[src/verilog/mcuPkg.sv]
package mcuPkg;

	// Memory depths and the word address widths that follow from them
	localparam int ROM_WORDS = 64;
	localparam int RAM_WORDS = 256;
	localparam int ROM_ADDR_W = $clog2(ROM_WORDS);
	localparam int RAM_ADDR_W = $clog2(RAM_WORDS);

	// ROM word i holds (i * stride) ^ seed
	localparam logic [15:0] ROM_STRIDE = 16'h0101;
	localparam logic [15:0] ROM_SEED = 16'hA5C3;

	// Page select on addr[15:12]
	localparam logic [3:0] SEL_ROM = 4'h0;
	localparam logic [3:0] SEL_RAM = 4'h1;
	localparam logic [3:0] SEL_PERIPH = 4'hF;

	// Peripheral select on addr[7:4] inside the peripheral page
	localparam logic [3:0] PERIPH_UART = 4'h0;
	localparam logic [3:0] PERIPH_INT = 4'h1;
	localparam logic [3:0] PERIPH_GPIO = 4'h2;

	typedef enum logic [2:0] {
		REGION_ROM,
		REGION_RAM,
		REGION_UART,
		REGION_INT,
		REGION_GPIO,
		REGION_NONE
	} busRegion_t;

	typedef struct packed {
		logic en;
		logic we;
		logic [1:0] byteEn;
		logic [RAM_ADDR_W-1:0] wordAddr;
	} ramReq_t;

	typedef struct packed {
		logic rd;
		logic wr;
		logic [1:0] addr;
	} periphReq_t;

	// Register offsets inside the peripherals
	localparam logic [1:0] UART_REG_DATA = 2'd0;
	localparam logic [1:0] UART_REG_STATUS = 2'd1;
	localparam logic [1:0] INT_REG_PENDING = 2'd0;
	localparam logic [1:0] INT_REG_MASK = 2'd1;

	// UART framing, 8N1 with a short bit period
	localparam int UART_CLKS_PER_BIT = 8;
	localparam int UART_DATA_BITS = 8;
	localparam int UART_CNT_W = $clog2(UART_CLKS_PER_BIT);
	localparam int UART_BIT_W = $clog2(UART_DATA_BITS);

	typedef logic [UART_CNT_W-1:0] uartCnt_t;
	typedef logic [UART_BIT_W-1:0] uartBit_t;

	localparam uartCnt_t UART_BIT_END = uartCnt_t'(UART_CLKS_PER_BIT - 1);
	localparam uartCnt_t UART_MID_END = uartCnt_t'(UART_CLKS_PER_BIT / 2 - 1);
	localparam uartBit_t UART_LAST_BIT = uartBit_t'(UART_DATA_BITS - 1);

	typedef enum logic [1:0] {
		UART_IDLE,
		UART_START,
		UART_DATA,
		UART_STOP
	} uartState_t;

	// Sources masked into int1, the UART receive interrupt is the top one
	localparam int INT_SOURCES = 7;

endpackage

[src/verilog/dataRam.sv]
module dataRam (
	input logic CLK,
	input mcuPkg::ramReq_t req,
	input logic [15:0] wdata,
	output logic [15:0] q
);

	logic [15:0] mem [mcuPkg::RAM_WORDS];

	// Byte lanes are written independently
	always_ff @(posedge CLK) begin
		if (req.en && req.we) begin
			if (req.byteEn[0]) begin
				mem[req.wordAddr][7:0] <= wdata[7:0];
			end
			if (req.byteEn[1]) begin
				mem[req.wordAddr][15:8] <= wdata[15:8];
			end
		end
	end

	// Read port holds its word until the next enabled cycle
	always_ff @(posedge CLK) begin
		if (req.en) begin
			q <= mem[req.wordAddr];
		end
	end

endmodule

[src/verilog/interruptController.sv]
module interruptController (
	input logic CLK,
	input logic arstN,
	input mcuPkg::periphReq_t req,
	input logic [7:0] wdata,
	input logic [mcuPkg::INT_SOURCES-1:0] sources,
	output logic [15:0] rdata,
	output logic irq
);

	logic [mcuPkg::INT_SOURCES-1:0] srcQ;
	logic [mcuPkg::INT_SOURCES-1:0] rising;
	logic [mcuPkg::INT_SOURCES-1:0] clearBits;
	logic [mcuPkg::INT_SOURCES-1:0] pending;
	logic [mcuPkg::INT_SOURCES-1:0] mask;
	logic maskWrite;

	assign rising = sources & ~srcQ;
	assign maskWrite = req.wr && (req.addr == mcuPkg::INT_REG_MASK);

	// Write one to clear
	assign clearBits = (req.wr && (req.addr == mcuPkg::INT_REG_PENDING)) ?
		wdata[mcuPkg::INT_SOURCES-1:0] : '0;

	// A new edge wins over a clear in the same cycle
	always_ff @(posedge CLK or negedge arstN) begin
		if (!arstN) begin
			srcQ <= '0;
			pending <= '0;
			mask <= '0;
		end else begin
			srcQ <= sources;
			pending <= (pending & ~clearBits) | rising;
			if (maskWrite) begin
				mask <= wdata[mcuPkg::INT_SOURCES-1:0];
			end
		end
	end

	always_ff @(posedge CLK) begin
		if (req.rd) begin
			case (req.addr)
				mcuPkg::INT_REG_PENDING: rdata <= 16'(pending);
				mcuPkg::INT_REG_MASK: rdata <= 16'(mask);
				default: rdata <= '0;
			endcase
		end
	end

	assign irq = |(pending & mask);

	// Only the pending and mask registers take writes
	assert property (@(posedge CLK) disable iff (!arstN)
		req.wr |-> (req.addr == mcuPkg::INT_REG_PENDING ||
			req.addr == mcuPkg::INT_REG_MASK))
		else $error("interruptController: write to an undefined register");

endmodule

[src/verilog/mcuResources.sv]
module mcuResources (
	input logic CLK,
	input logic arstN,

	// CPU bus
	input logic [15:0] addr,
	input logic [15:0] cpuDout,
	output logic [15:0] cpuDin,
	input logic rdN,
	input logic wr0N,
	input logic wr1N,

	// Read data from the external bus for unmapped addresses
	input logic [15:0] dinBus,

	// GPIO window
	input logic [15:0] dinGpio,
	output logic rdGpio,
	output logic wrGpio,
	output logic [1:0] addrGpio,

	input logic uartRxd,
	output logic uartTxd,

	// Interrupts
	input logic [6:0] ints,
	output logic int0,
	output logic int1
);

	mcuPkg::ramReq_t ramReq;
	mcuPkg::periphReq_t uartReq;
	mcuPkg::periphReq_t intReq;
	mcuPkg::periphReq_t gpioReq;
	logic [15:0] dinRom;
	logic [15:0] dinRam;
	logic [15:0] dinUart;
	logic [15:0] dinInt;
	logic uartIrq;

	memoryMapper memoryMapper_i (
		.CLK(CLK),
		.arstN(arstN),
		.addr(addr),
		.rdN(rdN),
		.wr0N(wr0N),
		.wr1N(wr1N),
		.dinBus(dinBus),
		.dinRom(dinRom),
		.dinRam(dinRam),
		.dinUart(dinUart),
		.dinInt(dinInt),
		.dinGpio(dinGpio),
		.ramReq(ramReq),
		.uartReq(uartReq),
		.intReq(intReq),
		.gpioReq(gpioReq),
		.cpuDin(cpuDin)
	);

	progRom progRom_i (
		.CLK(CLK),
		.wordAddr(addr[mcuPkg::ROM_ADDR_W-1:0]),
		.q(dinRom)
	);

	dataRam dataRam_i (
		.CLK(CLK),
		.req(ramReq),
		.wdata(cpuDout),
		.q(dinRam)
	);

	uart uart_i (
		.CLK(CLK),
		.arstN(arstN),
		.req(uartReq),
		.wdata(cpuDout[7:0]),
		.rxd(uartRxd),
		.rdata(dinUart),
		.txd(uartTxd),
		.rxIrq(uartIrq)
	);

	// UART receive takes the seventh source slot
	interruptController interruptController_i (
		.CLK(CLK),
		.arstN(arstN),
		.req(intReq),
		.wdata(cpuDout[7:0]),
		.sources({uartIrq, ints[6:1]}),
		.rdata(dinInt),
		.irq(int1)
	);

	assign rdGpio = gpioReq.rd;
	assign wrGpio = gpioReq.wr;
	assign addrGpio = gpioReq.addr;

	// Source 0 bypasses the controller
	assign int0 = ints[0];

endmodule

[src/verilog/memoryMapper.sv]
module memoryMapper (
	input logic CLK,
	input logic arstN,
	input logic [15:0] addr,
	input logic rdN,
	input logic wr0N,
	input logic wr1N,
	input logic [15:0] dinBus,
	input logic [15:0] dinRom,
	input logic [15:0] dinRam,
	input logic [15:0] dinUart,
	input logic [15:0] dinInt,
	input logic [15:0] dinGpio,
	output mcuPkg::ramReq_t ramReq,
	output mcuPkg::periphReq_t uartReq,
	output mcuPkg::periphReq_t intReq,
	output mcuPkg::periphReq_t gpioReq,
	output logic [15:0] cpuDin
);

	mcuPkg::busRegion_t region;
	mcuPkg::busRegion_t regionQ;
	logic rd;
	logic wr;
	logic [15:0] extQ;

	function automatic mcuPkg::periphReq_t makeReq(input logic sel, input logic rdEn,
			input logic wrEn, input logic [1:0] regAddr);
		mcuPkg::periphReq_t r;
		r.rd = sel && rdEn;
		r.wr = sel && wrEn;
		r.addr = regAddr;
		return r;
	endfunction

	assign rd = !rdN;
	assign wr = !wr0N || !wr1N;

	// Page decode, ROM aliases across the whole low page
	always_comb begin
		case (addr[15:12])
			mcuPkg::SEL_ROM: region = mcuPkg::REGION_ROM;
			mcuPkg::SEL_RAM: region = mcuPkg::REGION_RAM;
			mcuPkg::SEL_PERIPH: begin
				case (addr[7:4])
					mcuPkg::PERIPH_UART: region = mcuPkg::REGION_UART;
					mcuPkg::PERIPH_INT: region = mcuPkg::REGION_INT;
					mcuPkg::PERIPH_GPIO: region = mcuPkg::REGION_GPIO;
					default: region = mcuPkg::REGION_NONE;
				endcase
			end
			default: region = mcuPkg::REGION_NONE;
		endcase
	end

	assign ramReq.en = (region == mcuPkg::REGION_RAM) && (rd || wr);
	assign ramReq.we = (region == mcuPkg::REGION_RAM) && wr;
	assign ramReq.byteEn = {!wr1N, !wr0N};
	assign ramReq.wordAddr = addr[mcuPkg::RAM_ADDR_W-1:0];

	assign uartReq = makeReq(region == mcuPkg::REGION_UART, rd, wr, addr[1:0]);
	assign intReq = makeReq(region == mcuPkg::REGION_INT, rd, wr, addr[1:0]);
	assign gpioReq = makeReq(region == mcuPkg::REGION_GPIO, rd, wr, addr[1:0]);

	// Region of the last read steers the return mux during the next cycle
	always_ff @(posedge CLK or negedge arstN) begin
		if (!arstN) begin
			regionQ <= mcuPkg::REGION_NONE;
		end else if (rd) begin
			regionQ <= region;
		end
	end

	// External words get the same one-cycle latency as the internal blocks
	always_ff @(posedge CLK) begin
		if (rd) begin
			extQ <= (region == mcuPkg::REGION_GPIO) ? dinGpio : dinBus;
		end
	end

	always_comb begin
		case (regionQ)
			mcuPkg::REGION_ROM: cpuDin = dinRom;
			mcuPkg::REGION_RAM: cpuDin = dinRam;
			mcuPkg::REGION_UART: cpuDin = dinUart;
			mcuPkg::REGION_INT: cpuDin = dinInt;
			default: cpuDin = extQ;
		endcase
	end

	// The CPU never reads and writes in the same cycle
	assert property (@(posedge CLK) disable iff (!arstN) !(rd && wr))
		else $error("memoryMapper: read and write strobes active together");

endmodule

[src/verilog/progRom.sv]
module progRom (
	input logic CLK,
	input logic [mcuPkg::ROM_ADDR_W-1:0] wordAddr,
	output logic [15:0] q
);

	logic [15:0] romTable [mcuPkg::ROM_WORDS];

	// Constant contents, every word is distinct and easy to predict
	for (genvar i = 0; i < mcuPkg::ROM_WORDS; i++) begin : genTable
		assign romTable[i] = (16'(i) * mcuPkg::ROM_STRIDE) ^ mcuPkg::ROM_SEED;
	end

	// Registered output gives the one-cycle read latency of the bus
	always_ff @(posedge CLK) begin
		q <= romTable[wordAddr];
	end

endmodule

[src/verilog/uart.sv]
module uart (
	input logic CLK,
	input logic arstN,
	input mcuPkg::periphReq_t req,
	input logic [7:0] wdata,
	input logic rxd,
	output logic [15:0] rdata,
	output logic txd,
	output logic rxIrq
);

	mcuPkg::uartState_t txState;
	mcuPkg::uartCnt_t txCnt;
	mcuPkg::uartBit_t txBit;
	logic [mcuPkg::UART_DATA_BITS-1:0] txShift;
	logic txBusy;
	logic txStart;

	mcuPkg::uartState_t rxState;
	mcuPkg::uartCnt_t rxCnt;
	mcuPkg::uartBit_t rxBit;
	logic [mcuPkg::UART_DATA_BITS-1:0] rxShift;
	logic [mcuPkg::UART_DATA_BITS-1:0] rxData;
	logic [1:0] rxSync;
	logic rxValid;
	logic dataRead;

	assign txBusy = txState != mcuPkg::UART_IDLE;
	assign txStart = req.wr && (req.addr == mcuPkg::UART_REG_DATA) && !txBusy;
	assign dataRead = req.rd && (req.addr == mcuPkg::UART_REG_DATA);

	// Transmitter, one bit period per count wrap
	always_ff @(posedge CLK or negedge arstN) begin
		if (!arstN) begin
			txState <= mcuPkg::UART_IDLE;
			txCnt <= '0;
			txBit <= '0;
			txShift <= '0;
		end else if (txState == mcuPkg::UART_IDLE) begin
			if (txStart) begin
				txShift <= wdata;
				txCnt <= '0;
				txState <= mcuPkg::UART_START;
			end
		end else if (txCnt != mcuPkg::UART_BIT_END) begin
			txCnt <= txCnt + 1'b1;
		end else begin
			txCnt <= '0;
			case (txState)
				mcuPkg::UART_START: begin
					txBit <= '0;
					txState <= mcuPkg::UART_DATA;
				end
				mcuPkg::UART_DATA: begin
					txShift <= txShift >> 1;
					txBit <= txBit + 1'b1;
					if (txBit == mcuPkg::UART_LAST_BIT) begin
						txState <= mcuPkg::UART_STOP;
					end
				end
				default: txState <= mcuPkg::UART_IDLE;
			endcase
		end
	end

	always_comb begin
		case (txState)
			mcuPkg::UART_START: txd = 1'b0;
			mcuPkg::UART_DATA: txd = txShift[0];
			default: txd = 1'b1;
		endcase
	end

	// Receiver samples at mid-bit, counted from the start bit center
	always_ff @(posedge CLK or negedge arstN) begin
		if (!arstN) begin
			rxSync <= 2'b11;
			rxState <= mcuPkg::UART_IDLE;
			rxCnt <= '0;
			rxBit <= '0;
			rxShift <= '0;
			rxData <= '0;
			rxValid <= 1'b0;
		end else begin
			rxSync <= {rxSync[0], rxd};
			if (dataRead) begin
				rxValid <= 1'b0;
			end
			case (rxState)
				mcuPkg::UART_IDLE: begin
					if (!rxSync[1]) begin
						rxCnt <= '0;
						rxState <= mcuPkg::UART_START;
					end
				end
				mcuPkg::UART_START: begin
					if (rxCnt == mcuPkg::UART_MID_END) begin
						rxCnt <= '0;
						rxBit <= '0;
						// Line back high means a glitch, not a start bit
						rxState <= rxSync[1] ? mcuPkg::UART_IDLE : mcuPkg::UART_DATA;
					end else begin
						rxCnt <= rxCnt + 1'b1;
					end
				end
				mcuPkg::UART_DATA: begin
					if (rxCnt == mcuPkg::UART_BIT_END) begin
						rxCnt <= '0;
						rxShift <= {rxSync[1], rxShift[mcuPkg::UART_DATA_BITS-1:1]};
						rxBit <= rxBit + 1'b1;
						if (rxBit == mcuPkg::UART_LAST_BIT) begin
							rxState <= mcuPkg::UART_STOP;
						end
					end else begin
						rxCnt <= rxCnt + 1'b1;
					end
				end
				default: begin
					if (rxCnt == mcuPkg::UART_BIT_END) begin
						rxCnt <= '0;
						rxData <= rxShift;
						rxValid <= 1'b1;
						rxState <= mcuPkg::UART_IDLE;
					end else begin
						rxCnt <= rxCnt + 1'b1;
					end
				end
			endcase
		end
	end

	always_ff @(posedge CLK) begin
		if (req.rd) begin
			case (req.addr)
				mcuPkg::UART_REG_DATA: rdata <= 16'(rxData);
				mcuPkg::UART_REG_STATUS: rdata <= {14'd0, rxValid, txBusy};
				default: rdata <= '0;
			endcase
		end
	end

	assign rxIrq = rxValid;

	// No back-pressure, so a write during transmission is lost
	assert property (@(posedge CLK) disable iff (!arstN)
		!(req.wr && (req.addr == mcuPkg::UART_REG_DATA) && txBusy))
		else $error("uart: data write dropped while transmitter busy");

endmodule
[config.mk]
export PLATFORM = sky130hd
export DESIGN_NAME = mcuResources
export DESIGN_NICKNAME = d
export VERILOG_FILES = /design/src/verilog/mcuPkg.sv /design/src/verilog/dataRam.sv /design/src/verilog/interruptController.sv /design/src/verilog/mcuResources.sv /design/src/verilog/memoryMapper.sv /design/src/verilog/progRom.sv /design/src/verilog/uart.sv
export SDC_FILE = /design/constraint.sdc
export NUM_CORES = 2
export LEC_CHECK = 0
export BUFFER_PORTS_ARGS = -buffer_cell sky130_fd_sc_hd__buf_2
export CORE_UTILIZATION = 36
export DETAILED_ROUTE_END_ITERATION = 16
export SLEW_MARGIN = 20
export SYNTH_ARGS = -nofsm -noshare
export SYNTH_HDL_FRONTEND = slang
export SYNTH_SLANG_ARGS = --single-unit
[constraint.sdc]
create_clock -name CLK -period 2.1 [get_ports CLK]
set_input_delay 0.315 -clock CLK [delete_from_list [all_inputs] [get_ports CLK]]
set_output_delay 0.315 -clock CLK [all_outputs]
set_load 0.005 [all_outputs]
==> results.toml <==
[die]
core_area_sq_mm = 0.450
rows = 246
start_util_pct = 36.2
die_x_um = 675
fp.dieH_um = 675
dieArea_sq_mm = 0.456
num_io_pins = 100

[timing]
worst_slew_pin_slew_ns = 0.830
fin_ws_ns = -0.820
rsz0062_at_grt = "true"
hold_violations = 0
relSlewSlack_pct = 43.9
fmax_mhz = 342
fin_crit_sh_pct = 139
maxSlewViolCount = 0
fin_skew_ns = 0.0564
finalSetupViolCount = 34
min_period_ns = 2.92

[layout]
syn2layout_area_growth_pct = 24.6
multiInputGateArea_sq_mm = 0.0374
fillers = 37400
layout-drive-gt1-share_pct = 42.0
stdcell_area_sq_mm = 0.203
seqCellArea_sq_mm = 0.126
nets = 9211
utilization_pct = 45.2

[clock_tree]
cts_root_buf = "clkbuf_16"
cts.path.max_buffers = 4
clkTransAtPathRegs_ns = 0.06
cts_tree = "done"
cts_buffers = 409
htreeDepth = 5
clock_latency_ns = 1.03
cts_sinks = 4219

[setup_path]
crit_end = "cpuDin[5]"
crit-reg2reg-capture = "dataRam_i.q[9]"
reg2reg_from = "dataRam_i.mem[99][9]"
critPathKind = "reg -> out"
path_max_fanout = 7
rrSetupSlack_ns = -0.67
cp-end-kind = "output pin"
startpoint = "memoryMapper_i.regionQ[0]"
r2r_cells = 7
arrival_ns = 2.60
crit_required_ns = 1.78
critPathLaunchType = "register"

[synth]
synth_most_common_cell = "edfxtp_1"
syn_area_sq_mm = 0.163
synth_fp_nets = 7448
yosys_warnings = 0
synth-seq-area-share_pct = 77.4
synth_top_cell_by_area = "edfxtp_1"
synth_ff_type = "edfxtp_1"
synth_top_area_share_pct = 76.3
synth_area_leaders = "edfxtp_1 76%, mux4_2 16%, nor2_1 1.3%, dfrtp_1 0.97%, mux2i_1 0.88%"
syn_inst = 7358
ys_top_cells_by_count = "4,143 x edfxtp_1, 1,158 x mux4_2, 572 x nor2_1, 234 x nand2_1, 171 x clkbuf_1"
avgSynthCellArea_sq_um = 22.2
ys_ff_latch = 4219
ys_types = 65
ys_async_sr_fraction_pct = 1.59
synth_edf_count = 4143

[outcome]
status = "finished with violations"
violations = "negative setup slack"

[placement]
place.gp.congestion = 0.886
dp.final_hpwl_um = 319000
placed_area_sq_mm = 0.188
io_buffers = 93

[power_and_ir_drop]
total_leakage_power_nw = 65.7
pwr_density_cell_mw_per_mm2 = 875
max-vdd-ir-drop_mv = 0.771

[drt]
antenna_left = 0
firstDrtPassIters = 5
wl_um = 471000
wl_per_cell_um = 30.5
route.detailed.drc = 0
viasPerCell = 5.48
vias = 84600
drtIter0Drc = 10400

[min_path]
hp-start = "cpuDout[0]"
min_path_type = "in -> reg"

[global_routing]
track_usage_pct = 20.5
antenna_found_initial = 24
grt_pass1_vias = 86800
grt_max_degree = 107
overflow = 0
grt_pass1_wl_um = 665000

[job]
cap_violations = 0
## metal layers
metal / part of all wire [%] / global-route usage (%) / wire, um
met1: 39 / 27.5 / 185000
met2: 48 / 33.2 / 228000
met3: 8.7 / 4.27 / 41100
met4: 3.7 / 7.01 / 17500
met5: 0.042 / 0 / 200
## how the worst min path moves through the flow
stage / to / slack, ns / depth (start not counted)
3_5_place_dp: uart_i.rxSync[1] / 0.35 / 0
4_1_cts: dataRam_i.mem[82][0] / 0.001 / 1
3_3_place_gp: memoryMapper_i.regionQ[1] / 0.34 / 2
5_1_grt: dataRam_i.q[11] / 0.04 / 4
2_1_floorplan: interruptController_i.mask[0] / 0.02 / 0
6_report: dataRam_i.mem[83][0] / 0.003 / 1
## placed cells by master (no fill, tap or decap), drive strengths merged, types with 7 or more instances in the layout
cell type / instances
ha: 13
o22ai: 102
nand4: 18
bufinv: 47
a22o: 14
dfxtp: 9
clkbuf: 508
and3: 12
clkinvlp: 25
dfrtp: 63
nor3: 23
inv: 38
clkinv: 178
o32ai: 7
buf: 1690
a21oi: 28
nor2: 572
a2111oi: 9
a22oi: 54
a211oi: 18
a32oi: 7
nand3: 67
diode: 13
o21ai: 41
mux2i: 144
mux2: 48
edfxtp: 4143
nor4: 8
or3: 10
a31oi: 24
and2: 10
mux4: 1158
nand2b: 7
dlygate4sd3: 73
nor2b: 10
nand2: 234
## per-stage QoR
step                       TNS, ns  total power [mW]  hold slack [ns]  setup slack (ns)  instances
after floorplan           -1786.57              99.2           0.0194            -0.559       7358
after global placement    -3188.60               105            0.344             -1.91      14600
after detailed placement  -3213.15               105            0.351             -1.82      14600
after CTS                   -78.14               179          0.00138            -0.876      15400
after global routing        -21.70               182           0.0442            -0.905      15400
final                       -19.09               178          0.00302            -0.820      15400
## where the power goes
| group | total (mW) | internal [mW] | leakage (nW) | switching (mW) |
|---|---|---|---|---|
| combinational | 10.7 | 4.50 | 21.0 | 6.21 |
| clock | 74.3 | 42.2 | 6.50 | 32.2 |
| sequential | 92.7 | 92.6 | 38.2 | 0.168 |
## cell type report
type | instances | share of cell area, %
antenna | 13 | 0.0160
clock buffer | 491 | 5.25
clock inverter | 264 | 1.37
inverter | 24 | 0.0505
multi-input combinational | 2687 | 18.4
sequential | 4219 | 62.1
tap | 5952 | 3.66
timing repair buffer | 1780 | 9.12
## registers in the layout, summed over array words and instances, names as in the netlist, 3 cells and up
name / flops
progRom_i.q: 9
uart_i.rxShift: 8
interruptController_i.rdata: 7
uart_i.txBit: 3
dataRam_i.q: 16
dataRam_i.mem: 4096
memoryMapper_i.extQ: 16
interruptController_i.mask: 7
uart_i.rxData: 8
uart_i.rxCnt: 3
interruptController_i.pending: 7
uart_i.rdata: 8
uart_i.txCnt: 3
memoryMapper_i.regionQ: 3
uart_i.txShift: 8
interruptController_i.srcQ: 7
uart_i.rxBit: 3
## critical path, cell delays in order, from the launching register on
cell     delay (ns)
dfstp_2        0.65
mux4_2         0.55
mux2_4         0.30
buf_6          0.12
## repair_timing
| action | in CTS | in global routing |
|---|---|---|
| gates cloned | 0 | 2 |
| resized for setup | 104 | 129 |
| setup buffers | 11 | 7 |
| pin swaps | 41 | 28 |
| hold buffers | 73 | 0 |
| endpoints found under the setup margin | 87 | 827 |
| hold endpoints to repair | 1118 | 0 |
## logic make-up (layout without fill, tap and decap cells)
group / after synthesis / after routing / synth area share (%)
compound gates: 339 / 339 / 1.43
fa+ha+maj: 13 / 13 / 0.0998
buf+inv: 452 / 2559 / 1.34
flops: 4219 / 4219 / 77.4
mux: 1350 / 1350 / 17.2
other cells: 0 / 13 / 0
simple gates: 985 / 985 / 2.49
Note: power is estimated with default switching activity, not from simulation.
